**config.mk**
```make
export PLATFORM = sky130hd
export DESIGN_NAME = handwrite_frontend
export DESIGN_NICKNAME = d
export VERILOG_FILES = /design/src/verilog/handwrite_pkg.sv /design/src/verilog/pixel_stream_if.sv /design/src/verilog/stroke_canvas.sv /design/src/verilog/pixel_serializer.sv /design/src/verilog/tile_histogram.sv /design/src/verilog/handwrite_frontend.sv
export VERILOG_INCLUDE_DIRS = /design/src /design/src/verilog
export SDC_FILE = /design/constraint.sdc
export NUM_CORES = 2
export LEC_CHECK = 0
export ABC_CLOCK_PERIOD_IN_PS = 27400
export BUFFER_PORTS_ARGS = -buffer_cell sky130_fd_sc_hd__buf_2
export CAP_MARGIN = 20
export CORE_MARGIN = 10
export CORE_UTILIZATION = 40
export CTS_BUF_LIST = sky130_fd_sc_hd__clkbuf_2 sky130_fd_sc_hd__clkbuf_4 sky130_fd_sc_hd__clkbuf_8
export CTS_CLUSTER_SIZE = 28
export DETAILED_ROUTE_END_ITERATION = 8
export SLEW_MARGIN = 15
export SYNTH_ARGS = -nofsm -noshare
export SYNTH_HDL_FRONTEND = slang
export SYNTH_HIERARCHICAL = 1
export SYNTH_SLANG_ARGS = --single-unit
```
**constraint.sdc**
```tcl
create_clock -name i_clk -period 27.4 [get_ports i_clk]
set_input_delay 2.74 -clock i_clk [delete_from_list [all_inputs] [get_ports i_clk]]
set_output_delay 2.74 -clock i_clk [all_outputs]
set_load 0.01 [all_outputs]
```
**src/verilog/handwrite_defines.svh**
```systemverilog
`ifndef HANDWRITE_DEFINES_SVH
`define HANDWRITE_DEFINES_SVH

// canvas side and area in pixels
`define CANVAS_DIM 30
`define CANVAS_BITS 900

// coarse tiles, 3 by 3 over the canvas
`define TILE_DIM 10
`define TILE_NUM 9

`define PIXEL_W 8
// also the histogram fifo depth
`define STREAM_CREDITS 4

`endif

```
**src/verilog/handwrite_pkg.sv**
```systemverilog
`include "handwrite_defines.svh"

package handwrite_pkg;

    // cursor position, 0 to 29
    typedef logic [4:0] coord_t;
    // mouse movement report, two's complement
    typedef logic signed [8:0] delta_t;
    // 255 for ink, 0 for blank
    typedef logic [`PIXEL_W-1:0] pixel_t;
    // bit index is row * 30 + col
    typedef logic [`CANVAS_BITS-1:0] canvas_t;
    typedef logic [3:0] tile_idx_t;
    // at most 100 ink pixels per tile
    typedef logic [6:0] tile_count_t;
    typedef logic [2:0] credit_t;

    typedef enum logic {IDLE, STREAM} ser_state_t;
    typedef enum logic {ACCUM, REPORT} hist_state_t;

endpackage

```
**src/verilog/pixel_stream_if.sv**
```systemverilog
`timescale 1ns/1ps

interface pixel_stream_if;
    import handwrite_pkg::*;

    // forward path, one pixel per valid
    logic   valid;
    pixel_t pixel;
    // marks the final pixel of a frame
    logic   last;
    // one pulse per fifo pop in the sink
    logic   credit_return;

    modport source (
        output valid, pixel, last,
        input  credit_return
    );

    modport sink (
        input  valid, pixel, last,
        output credit_return
    );

endinterface

```
**src/verilog/stroke_canvas.sv**
```systemverilog
`timescale 1ns/1ps
`include "handwrite_defines.svh"

module stroke_canvas (
    input  logic                   i_clk,
    input  logic                   i_rst_n,
    input  logic                   i_mouse_valid,
    input  handwrite_pkg::delta_t  i_move_x,
    input  handwrite_pkg::delta_t  i_move_y,
    input  logic                   i_btn_left,
    input  logic                   i_btn_right,
    output handwrite_pkg::canvas_t o_canvas
);
    import handwrite_pkg::*;

    localparam int IDX_W = $clog2(`CANVAS_BITS);

    coord_t            cur_x;
    coord_t            cur_y;
    coord_t            next_x;
    coord_t            next_y;
    logic [IDX_W-1:0]  ink_idx;
    canvas_t           canvas;

    // old position plus delta, held inside 0 .. CANVAS_DIM-1
    function automatic coord_t clamp_step(input coord_t pos, input delta_t step);
        logic signed [9:0] sum;
        sum = $signed({5'b0, pos}) + step;
        if (sum < 0)
            clamp_step = '0;
        else if (sum > (`CANVAS_DIM - 1))
            clamp_step = coord_t'(`CANVAS_DIM - 1);
        else
            clamp_step = sum[4:0];
    endfunction

    assign next_x = clamp_step(cur_x, i_move_x);
    assign next_y = clamp_step(cur_y, i_move_y);

    // row major, y picks the row
    assign ink_idx = IDX_W'(next_y) * IDX_W'(`CANVAS_DIM) + IDX_W'(next_x);

    always_ff @(posedge i_clk) begin
        if (!i_rst_n) begin
            cur_x  <= '0;
            cur_y  <= '0;
            canvas <= '0;
        end else if (i_mouse_valid) begin
            if (i_btn_right) begin
                // wipe everything, cursor holds still
                canvas <= '0;
            end else begin
                cur_x <= next_x;
                cur_y <= next_y;
                // ink lands under the new cursor
                if (i_btn_left)
                    canvas[ink_idx] <= 1'b1;
            end
        end
    end

    assign o_canvas = canvas;

endmodule

```
**src/verilog/pixel_serializer.sv**
```systemverilog
`timescale 1ns/1ps
`include "handwrite_defines.svh"

module pixel_serializer (
    input  logic                   i_clk,
    input  logic                   i_rst_n,
    input  logic                   i_start,
    input  handwrite_pkg::canvas_t i_canvas,
    output logic                   o_busy,
    pixel_stream_if.source         o_stream
);
    import handwrite_pkg::*;

    localparam int IDX_W = $clog2(`CANVAS_BITS);

    ser_state_t       state;
    canvas_t          snap;
    logic [IDX_W-1:0] pix_idx;
    credit_t          credit_cnt;
    logic             send;

    // only send while credits remain
    assign send = (state == STREAM) && (credit_cnt != '0);

    assign o_stream.valid = send;
    assign o_stream.pixel = snap[pix_idx] ? '1 : '0;
    assign o_stream.last  = send && (pix_idx == IDX_W'(`CANVAS_BITS - 1));
    assign o_busy         = (state == STREAM);

    // private frame copy, drawing may go on meanwhile
    always_ff @(posedge i_clk) begin
        if (state == IDLE && i_start)
            snap <= i_canvas;
    end

    always_ff @(posedge i_clk) begin
        if (!i_rst_n) begin
            state   <= IDLE;
            pix_idx <= '0;
        end else begin
            case (state)
                IDLE: begin
                    // start while busy falls through here unseen
                    if (i_start) begin
                        state   <= STREAM;
                        pix_idx <= '0;
                    end
                end
                STREAM: begin
                    if (send) begin
                        if (o_stream.last)
                            state <= IDLE;
                        else
                            pix_idx <= pix_idx + 1'b1;
                    end
                end
                default: state <= IDLE;
            endcase
        end
    end

    // returned credits in, sent pixels out, both in one cycle
    always_ff @(posedge i_clk) begin
        if (!i_rst_n)
            credit_cnt <= credit_t'(`STREAM_CREDITS);
        else if (o_stream.credit_return && !send)
            credit_cnt <= credit_cnt + 1'b1;
        else if (!o_stream.credit_return && send)
            credit_cnt <= credit_cnt - 1'b1;
    end

endmodule

```
**src/verilog/tile_histogram.sv**
```systemverilog
`timescale 1ns/1ps
`include "handwrite_defines.svh"

module tile_histogram (
    input  logic                       i_clk,
    input  logic                       i_rst_n,
    input  logic                       i_tile_ready,
    pixel_stream_if.sink               i_stream,
    output logic                       o_tile_valid,
    output handwrite_pkg::tile_idx_t   o_tile_idx,
    output handwrite_pkg::tile_count_t o_tile_count
);
    import handwrite_pkg::*;

    localparam int DEPTH = `STREAM_CREDITS;
    localparam int PTR_W = $clog2(DEPTH);
    localparam int TILES_PER_ROW = `CANVAS_DIM / `TILE_DIM;

    // fifo storage, pixel plus last flag
    pixel_t            fifo_pixel [DEPTH];
    logic              fifo_last  [DEPTH];
    logic [PTR_W-1:0]  wr_ptr;
    logic [PTR_W-1:0]  rd_ptr;
    credit_t           fifo_cnt;
    logic              pop;
    pixel_t            pop_pixel;
    logic              pop_last;

    hist_state_t       state;
    coord_t            row;
    coord_t            col;
    tile_idx_t         pop_tile;
    tile_idx_t         tile_idx;
    tile_count_t       tile_cnt [`TILE_NUM];

    // which band of tiles a row or column falls in
    function automatic logic [1:0] tile_band(input coord_t pos);
        if (pos < `TILE_DIM)
            tile_band = 2'd0;
        else if (pos < 2 * `TILE_DIM)
            tile_band = 2'd1;
        else
            tile_band = 2'd2;
    endfunction

    // popping stops in REPORT so credits dry up upstream
    assign pop       = (state == ACCUM) && (fifo_cnt != '0);
    assign pop_pixel = fifo_pixel[rd_ptr];
    assign pop_last  = fifo_last[rd_ptr];
    assign i_stream.credit_return = pop;

    always_ff @(posedge i_clk) begin
        if (i_stream.valid) begin
            fifo_pixel[wr_ptr] <= i_stream.pixel;
            fifo_last[wr_ptr]  <= i_stream.last;
        end
    end

    // pointers wrap naturally, depth is a power of two
    always_ff @(posedge i_clk) begin
        if (!i_rst_n) begin
            wr_ptr   <= '0;
            rd_ptr   <= '0;
            fifo_cnt <= '0;
        end else begin
            if (i_stream.valid)
                wr_ptr <= wr_ptr + 1'b1;
            if (pop)
                rd_ptr <= rd_ptr + 1'b1;
            if (i_stream.valid && !pop)
                fifo_cnt <= fifo_cnt + 1'b1;
            else if (!i_stream.valid && pop)
                fifo_cnt <= fifo_cnt - 1'b1;
        end
    end

    // tile = row band * 3 + column band
    assign pop_tile = tile_idx_t'(tile_band(row)) * tile_idx_t'(TILES_PER_ROW)
                    + tile_idx_t'(tile_band(col));

    always_ff @(posedge i_clk) begin
        if (!i_rst_n) begin
            state    <= ACCUM;
            row      <= '0;
            col      <= '0;
            tile_idx <= '0;
            tile_cnt <= '{default: '0};
        end else begin
            case (state)
                ACCUM: begin
                    if (pop) begin
                        if (pop_pixel != '0)
                            tile_cnt[pop_tile] <= tile_cnt[pop_tile] + 1'b1;
                        // frame done, rewind position for the next one
                        if (pop_last) begin
                            state    <= REPORT;
                            row      <= '0;
                            col      <= '0;
                            tile_idx <= '0;
                        end else if (col == coord_t'(`CANVAS_DIM - 1)) begin
                            col <= '0;
                            row <= row + 1'b1;
                        end else begin
                            col <= col + 1'b1;
                        end
                    end
                end
                REPORT: begin
                    // advance only on a transfer
                    if (i_tile_ready) begin
                        if (tile_idx == tile_idx_t'(`TILE_NUM - 1)) begin
                            state    <= ACCUM;
                            tile_cnt <= '{default: '0};
                        end else begin
                            tile_idx <= tile_idx + 1'b1;
                        end
                    end
                end
                default: state <= ACCUM;
            endcase
        end
    end

    assign o_tile_valid = (state == REPORT);
    assign o_tile_idx   = tile_idx;
    assign o_tile_count = tile_cnt[tile_idx];

endmodule

```
**src/verilog/handwrite_frontend.sv**
```systemverilog
`timescale 1ns/1ps

module handwrite_frontend (
    input  logic                       i_clk,
    input  logic                       i_rst_n,
    // mouse report
    input  logic                       i_mouse_valid,
    input  handwrite_pkg::delta_t      i_move_x,
    input  handwrite_pkg::delta_t      i_move_y,
    input  logic                       i_btn_left,
    input  logic                       i_btn_right,
    input  logic                       i_start,
    output logic                       o_busy,
    // tile results, valid/ready
    output logic                       o_tile_valid,
    output handwrite_pkg::tile_idx_t   o_tile_idx,
    output handwrite_pkg::tile_count_t o_tile_count,
    input  logic                       i_tile_ready
);
    import handwrite_pkg::*;

    canvas_t canvas;

    // credited stream, serializer to histogram
    pixel_stream_if u_stream ();

    stroke_canvas u_canvas (
        .i_clk         (i_clk),
        .i_rst_n       (i_rst_n),
        .i_mouse_valid (i_mouse_valid),
        .i_move_x      (i_move_x),
        .i_move_y      (i_move_y),
        .i_btn_left    (i_btn_left),
        .i_btn_right   (i_btn_right),
        .o_canvas      (canvas)
    );

    pixel_serializer u_serializer (
        .i_clk    (i_clk),
        .i_rst_n  (i_rst_n),
        .i_start  (i_start),
        .i_canvas (canvas),
        .o_busy   (o_busy),
        .o_stream (u_stream.source)
    );

    tile_histogram u_histogram (
        .i_clk        (i_clk),
        .i_rst_n      (i_rst_n),
        .i_tile_ready (i_tile_ready),
        .i_stream     (u_stream.sink),
        .o_tile_valid (o_tile_valid),
        .o_tile_idx   (o_tile_idx),
        .o_tile_count (o_tile_count)
    );

endmodule

```
==> metrics.md <==
| Metric | Value |
|---|---|
| Slowest CP cell | `o22a_4` |
| # Max-Cap Violations | `0` |
| FFs w/ async S/R, synth | `0%` |
| Internal | `just under 5000 uW` |
| RSZ-0062 raised after global routing | `no` |
| Clock share of power | `roughly two fifths` |
| Cts bufs inserted | `330` |
| Final Hold Viols | `0` |
| R2r startpoint | `u_canvas/cur_y[0]$_SDFFE_PN0P_` |
| Layout cells sized above 1 | `between 10% and 20%` |
| Hold Path Class | `flop to flop` |
| Critical Path Sink Type | `flop` |
| DP HPWL | `111 mm` |
| Slew Limit Headroom | `24.1%` |
| Post-cts gate resize count | `0` |
| Routed WL per cell | `22.7 um` |
| Most frequent cells in the layout | `nand2_1 (1083), dfxtp_1 (1006), edfxtp_1 (936)` |
| Critical path depth | `22` |
| Crit Path Max Fanout | `87` |
| Pwr Total | `6590 uW` |
| Final worst slack | `17.52 ns` |
| Gr ovfl total | `0` |
| Grt met3 use | `between 3 and 4%` |
| Max Fclk | `just over 100 MHz` |
| DRC viols | `0` |
| Critical Path, Cell by Cell | `buf_2 > ha_1 > fa_1 > a21oi_1 > o21bai_1 > a21oi_1 > o2111ai_1 > o211a_1 > nor3_1 > and3_1 > fa_1 > fa_1 > inv_1 > fa_1 > inv_1 > ha_1 > o21a_1 > nor2_1 > and4b_1 > o22a_4 > buf_4 > o21ai_0` |
| EDFF count, synth | `about 940` |
| LEAKAGE | `0.0276 uW` |
| Post-Place Setup Slack | `16.34 ns` |
| Crit path buffers/inverters | `4` |
| TNS Setup | `0 ns` |
| Skew final | `0.0831 ns` |
| Die area | `0.199 sq mm` |
| Synth Cell Area | `~0.072 sq mm` |
| Area Overhead vs Synth | `12.8%` |
| Ranking of synthesized cells by area | `edfxtp_1 (39%), dfxtp_1 (28%), mux4_2 (6.5%)` |
| HP Start | `u_canvas/o_canvas[242]$_SDFFE_PN0P_` |
| Most frequent cell on the critical path | `fa_1` |
| Commonest non-fill, non-tap cell in the layout | `nand2_1` |
| Tot GR Track Use | `18.7%` |
| Die Span X | `446 um` |
| IO Pins | `38` |
| Least-Margin Pin Slew | `1.14 ns` |
| Worst-skew pair later-pin latency | `between 1 and 1.5 ns` |
| Number of global-route vias before repair | `45400` |
| Port Buffers | `37` |
| Setup CP Type | `input port to flop` |
| Pwr dens | `80.7 mW/mm^2` |
| Sequential fraction of the synthesis area | `66.7%` |
| Drt first-iter violations | `4292` |
| Starting Density | `40.2%` |
| Syn_nets | `5803` |
| Distinct cells, synth | `~110` |
| Final setup viols | `0` |
| Initial DRT Pass Iterations | `6` |
| Total number of vias | `46700` |
| Prevailing post-synth register cell | `dfxtp_1` |
| Net Switching | `around 1800 uW` |
| Placer Congestion | `0.827` |
| Post-route ant nets | `0` |
| Worst setup path startpoint | `i_move_y[0]` |
| Maximum vdd drop | `~0.084 mV` |
| Global route hottest layer | `met2` |
| Outcome | `finished clean` |
| R2R cell count | `21` |
| CTS H-tree depth | `5` |
| Syn. warnings | `6` |
| Via-to-Cell Ratio | `around 5.5` |
| Clock Tree Root | `clkbuf_8` |
| Die H | `446 um` |
| Leading area contributor after synthesis | `edfxtp_1` |
| Row count | `156` |
| WHS Path Cells | `0` |
| Critical Path Source Type | `input port` |
| Clock Tree Buf Depth | `4` |
| Core Area | `0.180 sq mm` |
| Combinational fraction of design power | `around 12%` |
| Largest net degree at the start of global routing | `216` |
| Avg Inst Size Synth | `12.7 sq um` |
| Net Sw Frac | `a little over a quarter` |
| Min Tclk post-route | `~10 ns` |
| Reg power frac | `47.8%` |
| Synth Register Bits | `1947` |
| Worst EP required | `28.20 ns` |
| CTS tree | `built` |
| Sinks on Clock Net | `1947` |
| Critical Path AT | `10.68 ns` |
| CTS Hold Bufs | `0` |
| Detailed Route WL | `191 mm` |
| Syn Inst Count | `about 5700` |
| Initial antenna violation count | `4` |
| Final Cycle Share | `36.1%` |
| CP top delay family | `compound AO/OA/AOI/OAI gates` |
| Met2 global-route usage | `30.1%` |
| First-pass GRT wire length | `around 290 mm` |
| Final net count | `5876` |
| Synth top area share | `between 30% and 40%` |
| Clk pin slew, worst setup/hold paths | `about 0.06 ns` |
| Post-CTS setup buffer count | `0` |
| Met1 Usage GRT | `25.6%` |
| Worst path max stage delay | `~0.90 ns` |
| Slew Viols, Final | `0` |
layer usage:
metal / vias to the layer above / wire, um / part of all wire (%)
met4: 2 / 5040 / 2.6
met1: 23400 / 81700 / 43
met3: 344 / 14000 / 7.3
met5: - / 13 / 0.0068
li1: 21200 / - / -
met2: 1719 / 90100 / 47
cell type report:
| cell class | instances | area, sq um |
|---|---|---|
| Antenna cell | 3 | 7.51 |
| Clock buffer | 515 | 6290 |
| Clock inverter | 67 | 554 |
| Fill cell | 16300 | 98600 |
| Inverter | 42 | 165 |
| Multi-Input combinational cell | 3336 | 22300 |
| Sequential cell | 1947 | 48400 |
| Tap cell | 2370 | 2970 |
| Timing Repair Buffer | 139 | 1070 |
registers in the layout (all words and copies together) (netlist names), 3 cells and up, named ones only:
register / count
u_serializer/credit_cnt: 3
u_histogram/o_tile_idx: 4
u_canvas/o_canvas: 900
u_serializer/snap: 900
u_histogram/fifo_cnt: 3
u_serializer/pix_idx: 10
u_canvas/cur_x: 5
u_histogram/fifo_last: 4
u_canvas/cur_y: 5
u_histogram/fifo_pixel: 32
u_histogram/col: 5
u_histogram/row: 5
u_histogram/tile_cnt: 63
worst paths after layout:
check / endpoint / slack (ns)
min reg2reg: u_serializer/snap[242]$_DFFE_PP_ / 0.39
min: u_serializer/snap[242]$_DFFE_PP_ / 0.39
max: u_canvas/o_canvas[630]$_SDFFE_PN0P_ / 17.52
max reg2reg: u_canvas/o_canvas[630]$_SDFFE_PN0P_ / 19.06
worst reg2reg max path, stage by stage (launching register included):
cell	delay, ns
dfxtp_1	0.33
ha_1	0.21
fa_1	0.41
a21oi_1	0.16
o21bai_1	0.11
a21oi_1	0.26
o2111ai_1	0.17
o211a_1	0.20
nor3_1	0.62
and3_1	0.36
fa_1	0.49
fa_1	0.55
inv_1	0.07
fa_1	0.54
inv_1	0.05
ha_1	0.32
o21a_1	0.53
nor2_1	0.14
and4b_1	0.47
o22a_4	0.90
buf_4	0.90
o21ai_0	0.40
Yosys cell counts (all sizes together) (19+ instances only):
master,instances
clkbuf,271
buf,127
dfxtp,1011
o211ai,30
nand3,196
and2,32
nand2,1084
nor2,101
edfxtp,936
mux2,20
mux4,223
xor2,20
xnor2,19
inv,41
nor2b,20
a21oi,94
a22o,69
mux2i,91
nand4,20
a22oi,45
ha,41
o21ai,920
a31oi,25
power groups by stage:
stage / clock, uW / sequential, uW / combinational (uW)
after detailed placement: 0 / 3210 / 755
after CTS: 2730 / 3150 / 756
after global routing: 2860 / 3160 / 811
final: 2680 / 3150 / 762
after global placement: 0 / 3210 / 748
after floorplan: 0 / 3260 / 494
metrics by stage:
| stage | instance area, sq um | hold WS (ns) | utilization, % | cells |
|---|---|---|---|---|
| floorplan | 72500 | 0.408 | - | 5723 |
| global placement | 74700 | 0.410 | 41.4 | 7826 |
| detailed placement | 74800 | 0.412 | 41.5 | 7829 |
| CTS | 81600 | 0.381 | 45.2 | 8411 |
| global route | 81700 | 0.381 | 45.3 | 8418 |
| finish | 81700 | 0.394 | 45.3 | 8419 |
cells by family after synthesis:
| family | synth area share, % |
|---|---|
| muxes | 8.58 |
| xor gates and xnor gates | 0.492 |
| buffers and inverters | 2.86 |
| DFF | 66.7 |
| AOI/OAI and AO/OA | 11.1 |
| and+or+nand+nor | 9.17 |
| adders and majority gates | 1.09 |
Note: power is estimated with default switching activity, not from simulation.
